`src/design/sem_pkg.sv`:
```
package sem_pkg;

	// ======================================================================
	// Sizes
	// ======================================================================

	// Requester channels that share the semaphore block
	localparam int num_channels = 4;

	// Hardware semaphores in the unit
	localparam int num_sems = 4;

	// Width of a semaphore index carried in a command
	localparam int sem_idx_w = $clog2(num_sems);

	// Width of an encoded channel number inside the arbiter
	localparam int ch_idx_w = $clog2(num_channels);

	// ======================================================================
	// Opcodes
	// ======================================================================

	// Nop must stay at zero because reset values rely on it
	typedef enum logic [1:0] {
		op_nop     = 2'd0,
		op_acquire = 2'd1,
		op_release = 2'd2,
		op_probe   = 2'd3
	} sem_op_e;

	// ======================================================================
	// Structs
	// ======================================================================

	// One channel's command, presented as a single-cycle strobe
	typedef struct packed {
		sem_op_e              op;
		logic [sem_idx_w-1:0] sem;
	} sem_cmd_t;

	// Decoded requests for the whole unit
	// Row s holds one bit per channel for semaphore s
	typedef struct packed {
		logic [num_sems-1:0][num_channels-1:0] acq;
		logic [num_sems-1:0][num_channels-1:0] rel;
	} sem_req_t;

	// One channel's response
	// Owner is set when this channel is the one the semaphore considers free
	typedef struct packed {
		logic    valid;
		sem_op_e op;
		logic    owner;
	} sem_resp_t;

endpackage

```
`src/design/sem_cmd_decode.sv`:
```
`timescale 1ns/1ns

module sem_cmd_decode import sem_pkg::*; (
	input  logic                         clk,
	input  logic                         rst,
	input  sem_cmd_t [num_channels-1:0]  cmd,
	output sem_cmd_t [num_channels-1:0]  cmd_q,
	output sem_req_t                     req
);

	// ======================================================================
	// Stage 1 command register
	// ======================================================================

	// Every channel is sampled each cycle with no hold or stall
	always_ff @(posedge clk) begin
		if (rst) begin
			for (int c = 0; c < num_channels; c++) begin
				cmd_q[c].op  <= op_nop;
				cmd_q[c].sem <= '0;
			end
		end else begin
			cmd_q <= cmd;
		end
	end

	// ======================================================================
	// Fan out to semaphore rows
	// ======================================================================

	// Each registered command lands in the row of the semaphore it names
	// Probes and nops only travel on to the response stage
	always_comb begin
		req = '0;
		for (int c = 0; c < num_channels; c++) begin
			case (cmd_q[c].op)
				op_acquire: req.acq[cmd_q[c].sem][c] = 1'b1;
				op_release: req.rel[cmd_q[c].sem][c] = 1'b1;
				default: ;
			endcase
		end
	end

	// Several channels may hit one semaphore in the same cycle
	// and the semaphore's arbiter sorts that out, so nothing is
	// filtered here

endmodule

```
`config.mk`:
```
export PLATFORM = sky130hd
export DESIGN_NAME = sem_cmd_decode
export DESIGN_NICKNAME = d
export VERILOG_FILES = /design/src/design/sem_pkg.sv /design/src/design/sem_cmd_decode.sv
export SDC_FILE = /design/constraint.sdc
export NUM_CORES = 1
export LEC_CHECK = 0
export ABC_AREA = 1
export ABC_CLOCK_PERIOD_IN_PS = 2210
export BUFFER_PORTS_ARGS = -buffer_cell sky130_fd_sc_hd__buf_2
export CAP_MARGIN = 10
export CORE_MARGIN = 2
export CORE_UTILIZATION = 39
export CTS_CLUSTER_DIAMETER = 100
export DETAILED_ROUTE_END_ITERATION = 16
export GPL_TIMING_DRIVEN = 0
export PLACE_DENSITY = 0.83
export SLEW_MARGIN = 5
export SYNTH_ARGS = -nofsm -noshare
export SYNTH_HDL_FRONTEND = slang
export SYNTH_SLANG_ARGS = --single-unit
```
`constraint.sdc`:
```
create_clock -name clk -period 2.21 [get_ports clk]
set_clock_uncertainty 0.2 [all_clocks]
set_input_delay 0.3315 -clock clk [delete_from_list [all_inputs] [get_ports clk]]
set_output_delay 0.3315 -clock clk [all_outputs]
set_load 0.02 [all_outputs]
```
==> results of run 1 <==
-- synthesized netlist by cell type (all sizes together) --
library cell / instances
buf: 2
nand2: 24
nor2: 48
inv: 32
dfxtp: 16
-- worst max-delay path, delay by kind of cell, from the launching register on --
family / cells / cell delay [ns]
DFF: 1 / 0.34
buffers and inverters: 2 / 0.26
and+or+nand+nor: 2 / 0.19
-- metal layers --
metal | track usage | up-vias | wire length [um]
li1 | - | 469 | -
met2 | 0.272 | 42 | 906
met3 | 0.0302 | 4 | 153
met1 | 0.134 | 371 | 680
met5 | 0 | - | 0
met4 | 0.0595 | 0 | 29
-- metrics by stage --
step | hold WS, ns | worst slack (ns) | power [W]
detailed placement | 0.335 | 0.947 | 0.000458
global placement | 0.329 | 0.973 | 0.000453
floorplan | 0.238 | 0.794 | 0.000408
global route | 0.0343 | 0.544 | 0.000669
CTS | 0.0380 | 0.616 | 0.000640
finish | 0.0399 | 0.612 | 0.000636
-- layout make-up --
type / count / share of cell area
flip-flops and latches: 16 / 0.283
repair buffers: 64 / 0.283
multi-input cells: 72 / 0.245
inverters: 32 / 0.106
clock buffers: 4 / 0.0320
well taps: 25 / 0.0276
plain buffers: 2 / 0.0232
-- cells by family (layout without fill, tap and decap cells) --
logic type,count (synthesis),after routing,share of synthesized area
buffers and inverters,34,102,0.197
flip-flops,16,16,0.430
AND/OR/NAND/NOR,72,72,0.373
-- power breakdown --
| part | switching (W) | internal [W] |
|---|---|---|
| registers | 0.0000117 | 0.000304 |
| clock network | 0.0000861 | 0.000100 |
| logic | 0.0000854 | 0.0000490 |
-- path summary, 6_finish.rpt --
check                     from       end  depth (start not counted)
worst max-delay path  cmd_q[1]    req[4]                          4
worst min-delay path       rst  cmd_q[0]                          2
==> results.json, run 1 <==
{
  "drv_cap": 0,
  "regArea_um2": 320,
  "final-instance-count-excl-fill": 215,
  "fp.dieW_um": 47.7,
  "routed_via_density": 4.12,
  "overflow": 0,
  "synth.avg_cell_area_um2": 6.10,
  "critical_path_class": "flop to output pin",
  "via_count": 886,
  "netlist.top_cell.by_area": "dfxtp_1",
  "startpoint_type": "flop",
  "reg_top3": "cmd_q (16)",
  "cp_data_required_time_ns": 1.68,
  "final_common_cell": "buf_2",
  "final_cell_area_um2": 1130,
  "crit_fanout": 4,
  "fin_crit_ns": 1.60,
  "cts_buffers": 3,
  "setup_viol": 0,
  "p_per_area_nw_per_um2": 562,
  "die_h_um": 47.7,
  "antennaDiodeCount": 0,
  "drt-initial-drc-count": 10,
  "arrival_ns": 1.07,
  "clk_path_buf_depth": 2,
  "min_period_over_period": 0.723,
  "cts_tree": "yes",
  "multi_input_area_um2": 278,
  "setup_tns_ns": 0,
  "path_clk_slew_ns": 0.09,
  "ctsHoldBuffers": 0,
  "grt_max_degree": 11,
  "syn_area_um2": 744,
  "place_area_um2": 1100,
  "cts_sinks": 16,
  "syn_inst": 122,
  "hold_viol": 0,
  "status": "finished, final reports clean",
  "relSlewSlack": 0.910,
  "start_util": 0.422,
  "core_area_um2": 1760,
  "slew_violations": 0,
  "dp_cells": 211,
  "num_io_pins": 66,
  "yosysWarnings": 0,
  "largest_reg_flops": 16,
  "synth.top_cell.area_share": 0.430,
  "dr.pass1.iters": 4,
  "drt_wl_total_um": 1770,
  "synth.area.top_cells": "dfxtp_1 (43%), nor2_1 (23%), inv_1 (16%), nand2_1 (12%), nor2_2 (2.5%)",
  "areaGrowthSynthToFinish_pct": 52.1,
  "num-fill-cells": 179,
  "root_buffer": "clkbuf_4",
  "htreeDepth": 1,
  "most-common-layout-cells": "buf_2 (64), nor2_1 (45), inv_1 (32)",
  "drc": 0,
  "gp_congestion": 0.779,
  "wl_per_cell_um": 8.23,
  "end_kind": "output pin",
  "final_antenna_net_count": 0,
  "post_cts_buffers": 0,
  "layout-drive-gt1-share": 0.384,
  "nets": 209,
  "ys_seq_area_frac": 0.430,
  "tightest_slew_ns": 0.134,
  "dieArea_um2": 2270,
  "synthesis.nets": 140,
  "hp-class": "input port to flop",
  "rsz0062_at_grt": "no",
  "grt_pass1_wl_um": 2280,
  "rows": 15,
  "dpl.hpwl_um": 1490,
  "peakVddDrop_v": 0.000335,
  "cp_cell_sequence": "inv_1, nand2_1, nor2_1, buf_2",
  "antenna_found_initial": 0,
  "final_util": 0.642,
  "synth_cell_types": 7,
  "grt_pass1_vias": 632,
  "p_leak_nw": 0.731,
  "ys_ff_latch": 16,
  "top_register": "cmd_q",
  "ctsResizeCount": 0,
  "max_freq_mhz": 626,
  "slowest_stage": "dfxtp_1",
  "grt_use_total": 0.138,
  "port-buffer-count": 64,
  "slowest_delay_ns": 0.34
}
(Power assumes the default switching activity.)
==> run 2, diff against run 1 <==
Settings changed: ABC_AREA 1 to 0, ABC_CLOCK_PERIOD_IN_PS 2210 to 1500, CORE_UTILIZATION 39 to 37, PLACE_DENSITY 0.83 to 0.78.
Clock period 2.21 ns to 1.5 ns, I/O delays scaled along.
==> results.json, run 2 <==
{
  "yosysWarnings": 0,
  "peakVddDrop_v": 0.000617,
  "num-fill-cells": 108,
  "grt_pass1_wl_um": 4120,
  "min_period_over_period": 1.09,
  "final_cell_area_um2": 1630,
  "synth.avg_cell_area_um2": 12.0,
  "rsz0062_at_grt": "yes",
  "critical_path_class": "flop to output pin",
  "root_buffer": "clkbuf_4",
  "p_leak_nw": 0.800,
  "max_freq_mhz": 612,
  "relSlewSlack": 0.836,
  "final_util": 0.823,
  "drc": 0,
  "synth.top_cell.area_share": 0.412,
  "synth_ff_type": "dfxtp_1",
  "crit_fanout": 6,
  "rows": 16,
  "path_clk_slew_ns": 0.10,
  "hold_viol": 0,
  "antennaDiodeCount": 0,
  "areaGrowthSynthToFinish_pct": 109,
  "synth-async-reset-ratio": 0,
  "wl_per_cell_um": 17.6,
  "ys_ff_latch": 16,
  "most-common-layout-cells": "buf_2 (33), buf_4 (28), dlygate4sd3_1 (17)",
  "total_power_w": 0.00104,
  "syn_area_um2": 778,
  "place_area_um2": 1140,
  "grt_max_degree": 11,
  "preCtsSetupSlack_ns": 0.181,
  "arrival_ns": 1.21,
  "synth-edff-count": 0,
  "die_h_um": 49.9,
  "drt-initial-drc-count": 13,
  "dieArea_um2": 2490,
  "setup_viol": 23,
  "grt_pass1_vias": 867,
  "via_count": 954,
  "fp.dieW_um": 49.9,
  "synth_cell_types": 6,
  "gp_congestion": 0.629,
  "routed_via_density": 5.27,
  "synthesis.nets": 83,
  "netlist.top_cell.by_area": "dfxtp_1",
  "setup_tns_ns": -1.13,
  "htreeDepth": 1,
  "setup_ws_ns": -0.133,
  "regArea_um2": 380,
  "violations": "setup timing",
  "nets": 173,
  "end_kind": "output pin",
  "synth.area.top_cells": "dfxtp_1 (41%), and4bb_1 (26%), nor2b_1 (13%), and4b_1 (10%), nor4b_1 (9.0%)",
  "cts_tree": "yes",
  "cp-startpoint": "cmd_q[1]",
  "cts_sinks": 16,
  "grt_use_total": 0.213,
  "status": "complete, but fails checks",
  "antenna_found_initial": 0,
  "startpoint_type": "flop",
  "hp-class": "input port to flop",
  "core_area_um2": 1980,
  "num_io_pins": 66,
  "multi_input_area_um2": 544,
  "ys_seq_area_frac": 0.412,
  "p_per_area_nw_per_um2": 637,
  "reg_top3": "cmd_q (16)",
  "top_register": "cmd_q",
  "drv_cap": 0,
  "final_common_cell": "buf_2",
  "largest_reg_flops": 16,
  "slew_violations": 0,
  "clk_path_buf_depth": 2,
  "hold_path.startpoint": "cmd[1]",
  "synthTopCellsByCount": "and4bb_1 (16), dfxtp_1 (16), nor2b_1 (16)",
  "layout-drive-gt1-share": 0.630,
  "overflow": 0,
  "final_antenna_net_count": 0,
  "drt_wl_total_um": 3190,
  "port-buffer-count": 65,
  "fin_crit_ns": 1.63,
  "cts_buffers": 3,
  "syn_inst": 65,
  "dr.pass1.iters": 4,
  "start_util": 0.393,
  "tightest_slew_ns": 0.246,
  "cp_data_required_time_ns": 1.07
}
run 2: layer usage:
metal  track usage  routed length [um]  vias up
met2         0.411                1680       57
met1         0.241                1300      451
met3        0.0333                 173        2
li1              -                   -      444
met5             0                   0        -
met4        0.0463                  40        0
run 2: area by class of cell:
cell class | instances | area share
Buffer | 1 | 0.00460
Clock buffer | 4 | 0.0223
Timing Repair Buffer | 85 | 0.385
Sequential cell | 16 | 0.233
Multi-Input combinational cell | 48 | 0.334
Tap cell | 27 | 0.0207
run 2: worst max-delay path, cell delays in order, from the launching register on:
cell,delay [ns]
dfxtp_4,0.41
buf_6,0.12
and4bb_1,0.25
buf_6,0.14
run 2: per-stage QoR:
stage	cells	hold WS (ns)
final	181	0.499
after global routing	181	0.512
after CTS	180	0.475
after detailed placement	157	0.237
after global placement	157	0.236
after floorplan	65	0.0966
run 2: final timing paths:
| path | to | cells past startpoint |
|---|---|---|
| setup / recovery | req[8] | 3 |
| hold / removal | cmd_q[1] | 3 |
run 2: kinds of logic after synthesis:
kind of cell,after synthesis,synth area share
buffers and inverters,1,0.00965
DFF,16,0.412
and+or+nand+nor,48,0.579
run 2: power breakdown:
part / leakage (nW) / total (W) / internal (W) / switching [W]
combinational: 0.637 / 0.000251 / 0.000140 / 0.000111
sequential: 0.143 / 0.000494 / 0.000437 / 0.0000568
clock: 0.0210 / 0.000294 / 0.000148 / 0.000146
run 2: repair_timing:
action	4_1_cts	5_1_grt
hold buffers	17	0
endpoints found under the hold margin	16	0
pin swaps	2	2
setup buffers	2	1
setup endpoints to repair	32	32
resized for setup	36	52
==> run 3, diff against run 2 <==
Settings changed: MAX_ROUTING_LAYER from default to met4, SETUP_SLACK_MARGIN from default to 0.3.
==> results.json, run 3 (synthesized netlist as in run 2, its figures left out) <==
{
  "clk_path_buf_depth": 2,
  "cp_data_required_time_ns": 1.07,
  "relSlewSlack": 0.870,
  "p_leak_nw": 0.757,
  "crit_fanout": 9,
  "min_period_over_period": 1.03,
  "top_register": "cmd_q",
  "grt_use_total": 0.201,
  "core_area_um2": 1980,
  "dp_cells": 157,
  "status": "complete, but fails checks",
  "intPower_w": 0.000690,
  "start_util": 0.393,
  "cts_tree": "yes",
  "areaGrowthSynthToFinish_pct": 124,
  "pwr-share-comb": 0.261,
  "violations": "setup timing",
  "hp-class": "input port to flop",
  "rsz0062_at_grt": "yes",
  "preCtsSetupSlack_ns": 0.261,
  "reg_top3": "cmd_q (16)",
  "setup_tns_ns": -0.377,
  "largest_reg_flops": 16,
  "gp_congestion": 0.619,
  "routed_via_density": 4.87,
  "final_cell_area_um2": 1740,
  "root_buffer": "clkbuf_4",
  "grt_pass1_vias": 817,
  "final_common_cell": "buf_6",
  "most-common-layout-cells": "buf_6 (26), buf_4 (24), dlygate4sd3_1 (17)",
  "nets": 170,
  "place_area_um2": 1330,
  "setup_ws_ns": -0.0449,
  "slowest_stage": "dfxtp_4",
  "cts_sinks": 16,
  "path_clk_slew_ns": 0.09,
  "use_met1": 0.222,
  "cts_buffers": 3,
  "p_per_area_nw_per_um2": 560,
  "post_cts_buffers": 0,
  "fin_crit_ns": 1.54,
  "num_io_pins": 66,
  "use_met3": 0.0424,
  "antenna_found_initial": 0,
  "overflow": 0,
  "tightest_slew_ns": 0.194,
  "wl_per_cell_um": 13.1,
  "end_kind": "output pin",
  "hold_viol": 0,
  "slowest_delay_ns": 0.38,
  "final-instance-count-excl-fill": 178,
  "p_seq_frac": 0.508,
  "arrival_ns": 1.12,
  "final_antenna_net_count": 0,
  "max_freq_mhz": 647,
  "port-buffer-count": 65,
  "startpoint_type": "flop",
  "dpl.hpwl_um": 1460,
  "final_util": 0.880,
  "met2_usage": 0.369,
  "grt_pass1_wl_um": 3780,
  "swShare": 0.294,
  "setup_viol": 24,
  "rows": 16,
  "slew_violations": 0,
  "via_count": 867,
  "fp.dieW_um": 49.9,
  "dieArea_um2": 2490,
  "clkPwrFrac": 0.230,
  "peakVddDrop_v": 0.000619,
  "num-fill-cells": 96,
  "switchingPower_w": 0.000287,
  "antennaDiodeCount": 0,
  "dr.pass1.iters": 3,
  "gr-max-usage-layer": "met2",
  "layout-drive-gt1-share": 0.775,
  "drv_cap": 0,
  "die_h_um": 49.9,
  "cp_cell_sequence": "nor4b_4, buf_4",
  "drc": 0,
  "grt_max_degree": 11,
  "drt_wl_total_um": 2330,
  "critical_path_class": "flop to output pin",
  "drt-initial-drc-count": 1,
  "htreeDepth": 1
}
==> run 3: final timing paths <==
path,start,end,slack [ns],cells past startpoint
max,cmd_q[6],req[1],-0.04,2
min,cmd[8],cmd_q[8],0.48,3
==> run 3: per-stage QoR <==
stage | hold slack [ns] | power (W)
floorplan | 0.0869 | 0.000614
global placement | 0.232 | 0.000683
detailed placement | 0.237 | 0.000690
CTS | 0.474 | 0.000979
global route | 0.489 | 0.00103
finish | 0.480 | 0.000978
==> run 3: layout make-up <==
type                    instances  area [um^2]  share of cell area
clock inverters                 1         3.75             0.00215
flip-flops and latches         16          380               0.218
multi-input cells              48          581               0.333
repair buffers                 82          712               0.408
plain buffers                   1         11.3             0.00646
clock buffers                   3         22.5              0.0129
well taps                      27         33.8              0.0194
==> run 3: metal layers <==
layer / up-vias / share of wire
met2: 36 / 0.57
met1: 394 / 0.38
met3: 2 / 0.047
met5: - / 0
met4: 0 / 0.0047
li1: 435 / -
==> run 3: critical path, delay by kind of cell, from the launching register on <==
kind	cells	cell delay [ns]
buf+inv	1	0.19
flops	1	0.38
simple gates	1	0.27
==> run 3: repair_timing <==
action | 4_1_cts | 5_1_grt
endpoints found under the hold margin | 16 | 0
hold buffers | 17 | 0
gates resized for setup | 71 | 4
endpoints found under the setup margin | 48 | 58
pin swaps | 1 | 1
==> run 3: power groups by stage <==
stage / sequential (W) / combinational, W / clock, W
4_1_cts: 0.000497 / 0.000250 / 0.000232
3_5_place_dp: 0.000505 / 0.000185 / 0
6_report: 0.000497 / 0.000255 / 0.000225
5_1_grt: 0.000506 / 0.000269 / 0.000259
2_1_floorplan: 0.000524 / 0.0000903 / 0
3_3_place_gp: 0.000501 / 0.000182 / 0
