## src/design/sem_pkg.sv

```systemverilog
package sem_pkg;

	// ======================================================================
	// Sizes
	// ======================================================================

	// Requester channels that share the semaphore block
	localparam int num_channels = 4;

	// Hardware semaphores in the unit
	localparam int num_sems = 4;

	// Width of a semaphore index carried in a command
	localparam int sem_idx_w = $clog2(num_sems);

	// Width of an encoded channel number inside the arbiter
	localparam int ch_idx_w = $clog2(num_channels);

	// ======================================================================
	// Opcodes
	// ======================================================================

	// Nop must stay at zero because reset values rely on it
	typedef enum logic [1:0] {
		op_nop     = 2'd0,
		op_acquire = 2'd1,
		op_release = 2'd2,
		op_probe   = 2'd3
	} sem_op_e;

	// ======================================================================
	// Structs
	// ======================================================================

	// One channel's command, presented as a single-cycle strobe
	typedef struct packed {
		sem_op_e              op;
		logic [sem_idx_w-1:0] sem;
	} sem_cmd_t;

	// Decoded requests for the whole unit
	// Row s holds one bit per channel for semaphore s
	typedef struct packed {
		logic [num_sems-1:0][num_channels-1:0] acq;
		logic [num_sems-1:0][num_channels-1:0] rel;
	} sem_req_t;

	// One channel's response
	// Owner is set when this channel is the one the semaphore considers free
	typedef struct packed {
		logic    valid;
		sem_op_e op;
		logic    owner;
	} sem_resp_t;

endpackage

```

## src/design/sem_status_return.sv

```systemverilog
`timescale 1ns/1ns

module sem_status_return import sem_pkg::*; (
	input  logic                                  clk,
	input  logic                                  rst,
	input  sem_cmd_t [num_channels-1:0]           cmd_q,
	input  logic [num_sems-1:0][num_channels-1:0] free,
	output sem_resp_t [num_channels-1:0]          resp
);

	// Commands one stage later, aligned with the updated semaphore state
	sem_cmd_t [num_channels-1:0] cmd_d;

	// Owner bit picked from the row of the addressed semaphore
	logic [num_channels-1:0] owner;

	// Valid bits gathered for the reset check
	logic [num_channels-1:0] valid_vec;

	// ======================================================================
	// Alignment delay
	// ======================================================================

	// The semaphores update on the same edge that loads this register,
	// so cmd_d and free describe the same point in time
	always_ff @(posedge clk) begin
		if (rst) begin
			for (int c = 0; c < num_channels; c++) begin
				cmd_d[c].op  <= op_nop;
				cmd_d[c].sem <= '0;
			end
		end else begin
			cmd_d <= cmd_q;
		end
	end

	// Look up this channel's column in the addressed semaphore's row
	always_comb begin
		for (int c = 0; c < num_channels; c++) begin
			owner[c]     = free[cmd_d[c].sem][c];
			valid_vec[c] = resp[c].valid;
		end
	end

	// ======================================================================
	// Stage 3 response register
	// ======================================================================

	// One strobe per command and none for a nop
	always_ff @(posedge clk) begin
		if (rst) begin
			for (int c = 0; c < num_channels; c++) begin
				resp[c].valid <= 1'b0;
				resp[c].op    <= op_nop;
				resp[c].owner <= 1'b0;
			end
		end else begin
			for (int c = 0; c < num_channels; c++) begin
				resp[c].valid <= (cmd_d[c].op != op_nop);
				resp[c].op    <= cmd_d[c].op;
				resp[c].owner <= owner[c];
			end
		end
	end

	// Nothing can come out in the cycle after reset since the pipe is flushed
	no_resp_after_rst: assert property (@(posedge clk) rst |=> valid_vec == '0);

endmodule

```

## config.mk

```make
export PLATFORM = sky130hd
export DESIGN_NAME = sem_status_return
export DESIGN_NICKNAME = d
export VERILOG_FILES = /design/src/design/sem_pkg.sv /design/src/design/sem_status_return.sv
export SDC_FILE = /design/constraint.sdc
export NUM_CORES = 1
export LEC_CHECK = 0
export ABC_CLOCK_PERIOD_IN_PS = 1650
export BUFFER_PORTS_ARGS = -buffer_cell sky130_fd_sc_hd__buf_4
export CORE_MARGIN = 10
export CORE_UTILIZATION = 30
export CTS_BUF_LIST = sky130_fd_sc_hd__clkbuf_4
export CTS_CLUSTER_SIZE = 10
export DETAILED_ROUTE_END_ITERATION = 8
export GPL_TIMING_DRIVEN = 0
export PLACE_DENSITY = 0.55
export SLEW_MARGIN = 20
export SYNTH_ARGS = -nofsm -noshare
export SYNTH_HDL_FRONTEND = slang
export SYNTH_SLANG_ARGS = --single-unit
export TNS_END_PERCENT = 30
```

## constraint.sdc

```tcl
create_clock -name clk -period 1.65 [get_ports clk]
set_input_delay 0.2475 -clock clk [delete_from_list [all_inputs] [get_ports clk]]
set_output_delay 0.2475 -clock clk [all_outputs]
set_load 0.02 [all_outputs]
```

==> results of run 1 <==
-- stage by stage --
step / instances / cell area, um^2 / util
after floorplan: 70 / 973 / -
after global placement: 163 / 1400 / 0.454
after detailed placement: 163 / 1400 / 0.454
after CTS: 168 / 1430 / 0.466
after global routing: 168 / 1430 / 0.466
final: 168 / 1430 / 0.466
-- critical path, delay by kind of cell (launching register included) --
kind             cells  cell delay [ps]
multiplexers         1              490
AND/OR/NAND/NOR      1              130
flip-flops           1              340
-- cell usage after synthesis (all sizes together) --
| cell | instances | area, um^2 |
|---|---|---|
| buf | 2 | 12.5 |
| mux4 | 4 | 90.1 |
| dfxtp | 32 | 641 |
| nor2b | 28 | 205 |
| or2 | 4 | 25.0 |
-- power groups by stage --
stage | Sequential (uW) | Combinational [uW] | Clock, uW
4_1_cts | 827 | 196 | 372
2_1_floorplan | 872 | 62.9 | 0
3_3_place_gp | 844 | 193 | 0
3_5_place_dp | 845 | 196 | 0
5_1_grt | 830 | 207 | 408
6_report | 826 | 193 | 356
-- layer usage --
layer / wire, um / part of all wire / up-vias / track usage
met4: 7 / 0.0036 / 0 / 0.0223
met1: 685 / 0.35 / 293 / 0.0528
met2: 1000 / 0.51 / 29 / 0.114
met5: 0 / 0 / - / 0
met3: 271 / 0.14 / 2 / 0.0594
li1: - / - / 329 / -
-- sequential cells by signal (all words and copies together) (netlist names) --
register and cells:
cmd_d 16, resp 16
-- logic make-up after synthesis --
| logic type | share of synthesized area |
|---|---|
| buf+inv | 0.0129 |
| flops | 0.658 |
| simple gates | 0.236 |
| mux | 0.0925 |
-- placed cells by master, fill, tap and decap left out --
cell type  synthesis  final
nor2b_4            4      4
mux4_2             4      4
nor2b_1           24     24
dfxtp_1           32     32
or2_1              4      4
clkbuf_4           0      5
buf_4              1     50
buf_2              1      1
-- layout make-up --
cell class	count	area [um^2]	share of cell area
buffer	2	12.5	0.00873
clock buffer	5	37.5	0.0262
multi-input combinational	36	320	0.223
sequential	32	641	0.447
tap	44	55.1	0.0384
timing repair buffer	49	368	0.257
-- path summary, 6_finish.rpt --
kind | start | endpoint | slack, ps | depth (start not counted)
min reg2reg | cmd_d[15] | resp[14] | 460 | 1
max reg2reg | cmd_d[4] | resp[4] | 580 | 2
min | cmd_q[8] | cmd_d[8] | 140 | 2
max | cmd_d[4] | resp[4] | 580 | 2
==> impl_metrics.json, run 1 <==
{
  "routed_wl_um": 1970,
  "die_y_um": 77.0,
  "cts_root_buf": "clkbuf_4",
  "worstPathRequired_ps": 1850,
  "grt_max_degree": 11,
  "n_fill_cell": 286,
  "fmax_ghz": 0.933,
  "crit_type": "reg2reg",
  "seq_power_share": 0.601,
  "ys_warn_count": 0,
  "path_max_fanout": 1,
  "seq_area_frac_synth": 0.658,
  "status": "finished clean",
  "relSlewSlack": 0.861,
  "viasPerCell": 3.89,
  "final_antenna_net_count": 0,
  "first_pass_iters": 2,
  "post_cts_buffers": 0,
  "antenna_found_initial": 0,
  "area_delta_synth_final_pct": 47.3,
  "internal_power_uw": 1080,
  "setup_viol": 0,
  "dr.first_iter.drc_count": 6,
  "hold_ws_ps": 141,
  "vdd_ir_drop_max_v": 0.000503,
  "fin_worst_skew_ps": 6.88,
  "clkSlewWorstSetupHoldPaths_ps": 90,
  "finalMaxSlewViolations": 0,
  "design.die.area_mm2": 0.00592,
  "gr-total-overflow": 0,
  "die_w_um": 77.0,
  "critPathLaunchType": "flip-flop",
  "diodes": 0,
  "grt_pass1_vias": 691,
  "worst_hold_path_type": "in2reg",
  "finalNetCount": 160,
  "tns_ps": 0,
  "coreArea_mm2": 0.00308,
  "worst_slew_pin_slew_ps": 208,
  "clk_path_buf_depth": 2,
  "ys_types": 7,
  "finalPower_uw": 1380,
  "pre_cts_ws_ps": 590,
  "ys_ff_latch": 32,
  "comb_power_share": 0.140,
  "switching_share": 0.216,
  "drv_cap": 0,
  "leakage_uw": 0.000661,
  "io_buffer_count": 49,
  "dr_total_vias": 653,
  "ios": 50,
  "hold_viol": 0,
  "clk_latency_ps": 310,
  "p_clk_frac": 0.259,
  "hold_buffers": 0,
  "power_density_mw_per_mm2": 959,
  "syn-cell-area_um2": 973,
  "critPathSlowestCell": "mux4_2",
  "cts_sinks": 32,
  "grt_pass1_wl_um": 3040,
  "arrival_ps": 1270,
  "power_switching_uw": 296,
  "final.setup.worst_slack_ps": 578,
  "cts_buffers": 5,
  "tritoncts": "yes",
  "start_util": 0.316,
  "critPathMaxStageDelay_ps": 490,
  "syn_nets": 104,
  "drive_gt1_frac": 0.516,
  "critPathCaptureType": "flip-flop",
  "wl_per_cell_um": 11.7,
  "drt_drc_violations_left": 0,
  "synth_cells": 70,
  "grt_usage": 0.0662,
  "globalplace.congestion": 0.670,
  "fin_crit_sh": 0.650,
  "rsz0062_at_grt": "false",
  "min_period_ps": 1070,
  "htreeDepth": 2,
  "syn_area_per_cell_um2": 13.9,
  "cts_resized": 0,
  "path_cells": "mux4_2, nor2b_4",
  "rows": 20
}
Power figures use the tool's default switching activity.
==> run 2, diff against run 1 <==
--- a/config.mk
+++ b/config.mk
@@ -5,7 +5,7 @@
 export SDC_FILE = /design/constraint.sdc
 export NUM_CORES = 1
 export LEC_CHECK = 0
-export ABC_CLOCK_PERIOD_IN_PS = 1650
+export ABC_CLOCK_PERIOD_IN_PS = 1000
 export BUFFER_PORTS_ARGS = -buffer_cell sky130_fd_sc_hd__buf_4
 export CORE_MARGIN = 10
 export CORE_UTILIZATION = 30
==> constraint.sdc (replaced) <==
create_clock -name clk -period 1 [get_ports clk]
set_input_delay 0.15 -clock clk [delete_from_list [all_inputs] [get_ports clk]]
set_output_delay 0.15 -clock clk [all_outputs]
set_load 0.02 [all_outputs]
==> impl_metrics.json, run 2 (synthesis results as in run 1) <==
{
  "cts_resized": 0,
  "dp_hpwl_um": 1710,
  "final_antenna_net_count": 0,
  "cts_sinks": 32,
  "viasPerCell": 3.88,
  "drv_cap": 0,
  "hold_ws_ps": 32.5,
  "crit_type": "reg2reg",
  "routed_wl_um": 2080,
  "critPathLaunchType": "flip-flop",
  "fmax_ghz": 0.945,
  "start_util": 0.316,
  "leakage_uw": 0.000674,
  "power_density_mw_per_mm2": 1610,
  "finalNetCount": 161,
  "ios": 50,
  "rows": 20,
  "critPathCaptureType": "flip-flop",
  "area_delta_synth_final_pct": 50.1,
  "drive_gt1_frac": 0.551,
  "drt_drc_violations_left": 0,
  "worst_hold_path_type": "in2reg",
  "first_pass_iters": 2,
  "gr-total-overflow": 0,
  "min_period_ps": 1060,
  "finalMaxSlewViolations": 0,
  "reg_top3": "cmd_d (16), resp (16)",
  "io_buffer_count": 49,
  "path_max_fanout": 1,
  "grt_max_degree": 11,
  "globalplace.congestion": 0.685,
  "worstPathRequired_ps": 1220,
  "fin_crit_sh": 1.06,
  "hold_start": "cmd_q[1]",
  "critPathSlowestCell": "mux4_2",
  "dr_total_vias": 663,
  "arrival_ps": 1280,
  "tns_ps": -208,
  "dr.first_iter.drc_count": 10,
  "cts_root_buf": "clkbuf_4",
  "wl_per_cell_um": 12.1,
  "most-common-layout-cells": "buf_4, dfxtp_1, nor2b_1, clkbuf_4",
  "reg2reg_to": "resp[0]",
  "design.die.area_mm2": 0.00592,
  "path_cells": "mux4_2, nor2b_4",
  "grt_pass1_wl_um": 3360,
  "critPathMaxStageDelay_ps": 490,
  "relSlewSlack": 0.867,
  "reg2reg_slack_ps": -60,
  "clk_path_buf_depth": 2,
  "worst_slew_pin_slew_ps": 199,
  "whs_path_depth": 2,
  "whs_endpoint": "cmd_d[1]",
  "vdd_ir_drop_max_v": 0.000747,
  "hold_viol": 0,
  "die_y_um": 77.0,
  "fin_worst_skew_ps": 10.9,
  "clk_latency_ps": 320,
  "coreArea_mm2": 0.00308,
  "layout_commonest_cell": "buf_4",
  "cts_buffers": 5,
  "htreeDepth": 2,
  "grt_usage": 0.0759,
  "antenna_found_initial": 0,
  "reg2reg_from": "cmd_d[0]",
  "rsz0062_at_grt": "true",
  "setup_viol": 4,
  "die_w_um": 77.0,
  "grt_pass1_vias": 754,
  "reg2reg_depth": 2,
  "tritoncts": "yes",
  "clkSlewWorstSetupHoldPaths_ps": 100,
  "fin_util": 0.475,
  "status": "finished with violations",
  "final.setup.worst_slack_ps": -57.7,
  "diodes": 0,
  "failed_checks": "setup timing"
}
[run 2: cell count changes in the layout (fill, tap and decap cells not counted), sizes merged]
cell and change:
dlygate4sd3 +1, clkbuf +1, clkinv +1
[run 2: what timing repair did]
| action | 4_1_cts | 5_1_grt |
|---|---|---|
| setup endpoints to repair | 4 | 4 |
| pin swaps | 0 | 0 |
| endpoints found under the hold margin | 0 | 1 |
| hold buffers | 0 | 1 |
| buffers inserted | 0 | 0 |
[run 2: stage by stage]
stage	worst slack (ps)	area (um^2)	std cells	total power [uW]
CTS	-71.9	1450	170	2400
detailed placement	-53.1	1400	163	1720
floorplan	-18.8	978	70	1540
finish	-57.7	1460	171	2360
global route	-99.0	1460	171	2490
global placement	-35.9	1400	163	1710
[run 2: cell type report]
class / instances / area (um^2)
buffer: 2 / 12.5
clock buffer: 6 / 45.0
clock inverter: 1 / 5.00
fill: 303 / 1620
multi-input combinational: 36 / 320
sequential: 32 / 646
tap: 44 / 55.1
timing repair buffer: 50 / 378
[run 2: report_power, final]
group / leakage [uW] / internal [uW] / total (uW) / switching [uW]
Combinational: 0.000376 / 204 / 322 / 118
Clock: 0.0000315 / 286 / 672 / 386
Sequential: 0.000267 / 1350 / 1370 / 18.9
Total: 0.000674 / 1840 / 2360 / 523
[run 2: worst max path at each step]
| stage | to | from | slack, ps | cells past startpoint |
|---|---|---|---|---|
| 2_1_floorplan | resp[0] | cmd_d[0] | -20 | 2 |
| 3_3_place_gp | resp[0] | cmd_d[0] | -40 | 2 |
| 3_5_place_dp | resp[0] | cmd_d[0] | -50 | 2 |
| 4_1_cts | resp[0] | cmd_d[0] | -70 | 2 |
| 5_1_grt | resp[0] | cmd_d[0] | -100 | 2 |
| 6_report | resp[0] | cmd_d[0] | -60 | 2 |
[run 2: routing by layer]
metal | vias up | GRT usage | share of wire
met5 | - | 0 | 0
met4 | 0 | 0.0446 | 0.012
met3 | 4 | 0.0513 | 0.088
met2 | 29 | 0.132 | 0.56
met1 | 296 | 0.0617 | 0.34
li1 | 334 | - | -
[run 2: worst max-delay path: cells and delay by family (launching register included)]
family | cells | cell delay, ps
flops | 1 | 340
simple gates | 1 | 130
mux | 1 | 490
==> run 3, diff against run 2 <==
--- a/config.mk
+++ b/config.mk
@@ -14,6 +14,7 @@
 export DETAILED_ROUTE_END_ITERATION = 8
 export GPL_TIMING_DRIVEN = 0
 export PLACE_DENSITY = 0.55
+export SETUP_SLACK_MARGIN = 0.02
 export SLEW_MARGIN = 20
 export SYNTH_ARGS = -nofsm -noshare
 export SYNTH_HDL_FRONTEND = slang
==> impl_metrics.json, run 3 (synthesis results as in run 1) <==
{
  "critPathSlowestCell": "mux4_2",
  "comb_power_share": 0.137,
  "coreArea_mm2": 0.00308,
  "clk_latency_ps": 320,
  "setup_viol": 4,
  "drt_drc_violations_left": 0,
  "grt_usage": 0.0759,
  "most-common-layout-cells": "buf_4, dfxtp_1, nor2b_1, clkbuf_4, dfxtp_2",
  "design.die.area_mm2": 0.00592,
  "antenna_found_initial": 0,
  "grt_pass1_wl_um": 3360,
  "post_cts_buffers": 0,
  "fin_util": 0.478,
  "drive_gt1_frac": 0.567,
  "seq_power_share": 0.578,
  "grt_pass1_vias": 754,
  "rows": 20,
  "drv_cap": 0,
  "failed_checks": "setup timing",
  "finalNetCount": 161,
  "worst_slew_pin_slew_ps": 199,
  "fin_worst_skew_ps": 9.97,
  "critPathMaxStageDelay_ps": 490,
  "relSlewSlack": 0.867,
  "tritoncts": "yes",
  "cts_sinks": 32,
  "min_period_ps": 1060,
  "die_y_um": 77.0,
  "finalMaxSlewViolations": 0,
  "worst_hold_path_type": "in2reg",
  "vdd_ir_drop_max_v": 0.000747,
  "whs_path_depth": 2,
  "routed_wl_um": 2080,
  "cp.depth": 2,
  "ios": 50,
  "htreeDepth": 2,
  "switching_share": 0.222,
  "final.setup.worst_slack_ps": -57.6,
  "layout_commonest_cell": "buf_4",
  "area_delta_synth_final_pct": 51.2,
  "status": "finished with violations",
  "critPathBufInv": 0,
  "dr.first_iter.drc_count": 10,
  "gr-total-overflow": 0,
  "hold_viol": 0,
  "wl_per_cell_um": 12.2,
  "internal_power_uw": 1840,
  "reg2reg_depth": 2,
  "fmax_ghz": 0.946,
  "n_fill_cell": 303,
  "die_w_um": 77.0,
  "leakage_uw": 0.000677,
  "final_antenna_net_count": 0,
  "cts_buffers": 5,
  "power_switching_uw": 523,
  "grt_max_degree": 11,
  "hold_ws_ps": 32.9,
  "start_util": 0.316,
  "dr_total_vias": 665,
  "reg_top3": "cmd_d (16), resp (16)",
  "io_buffer_count": 49,
  "seqCellArea_um2": 648,
  "p_clk_frac": 0.284,
  "path_max_fanout": 1,
  "fin_crit_sh": 1.06,
  "clk_path_buf_depth": 2,
  "multi_input_area_um2": 320,
  "critPathCaptureType": "flip-flop",
  "globalplace.congestion": 0.685,
  "first_pass_iters": 2,
  "crit_type": "reg2reg",
  "crit_family": "multiplexers",
  "worstPathRequired_ps": 1220,
  "viasPerCell": 3.89,
  "arrival_ps": 1280,
  "power_density_mw_per_mm2": 1610,
  "clkSlewWorstSetupHoldPaths_ps": 90,
  "rsz0062_at_grt": "true",
  "cts_root_buf": "clkbuf_4",
  "dp_hpwl_um": 1710,
  "path_cells": "mux4_2, nor2b_4",
  "critPathLaunchType": "flip-flop",
  "diodes": 0
}
## run 3: per-layer routing
layer	wire (um)	global-route usage	vias to the layer above
met5	0	0	-
met4	28	0.0446	0
met3	178	0.0513	4
met2	1160	0.132	29
met1	718	0.0617	298
li1	-	-	334
## run 3: final timing paths
path	from	to	slack (ps)
hold / removal	cmd_q[1]	cmd_d[1]	30
setup reg to reg	cmd_d[0]	resp[0]	-60
setup / recovery	cmd_d[0]	resp[0]	-60
hold reg to reg	cmd_d[14]	resp[13]	460
## run 3: layout make-up
class,count,share of cell area
clock inverter,1,0.00340
timing repair buffer,50,0.262
tap,44,0.0374
multi-input combinational,36,0.218
sequential,32,0.440
clock buffer,6,0.0306
buffer,2,0.00850
## run 3: power by group through the flow
stage / Combinational, uW / Sequential, uW / Clock [uW]
after floorplan: 104 / 1440 / 0
after global placement: 318 / 1390 / 0
after detailed placement: 326 / 1400 / 0
after CTS: 326 / 1370 / 712
after global routing: 352 / 1380 / 766
final: 325 / 1370 / 671
## run 3: stage by stage
stage / setup WS (ps) / instance area (um^2) / setup TNS [ps] / cells / total power (uW)
global route: -99.0 / 1470 / -347 / 171 / 2490
floorplan: -18.8 / 978 / -75.2 / 70 / 1540
finish: -57.6 / 1470 / -208 / 171 / 2360
CTS: -71.9 / 1450 / -249 / 170 / 2400
global placement: -35.9 / 1400 / -125 / 163 / 1710
detailed placement: -53.1 / 1400 / -183 / 163 / 1720
## run 3: what timing repair did
item	4_1_cts	5_1_grt
gates resized for setup	0	4
endpoints found under the setup margin	4	8
hold buffers	0	1
endpoints found under the hold margin	0	1
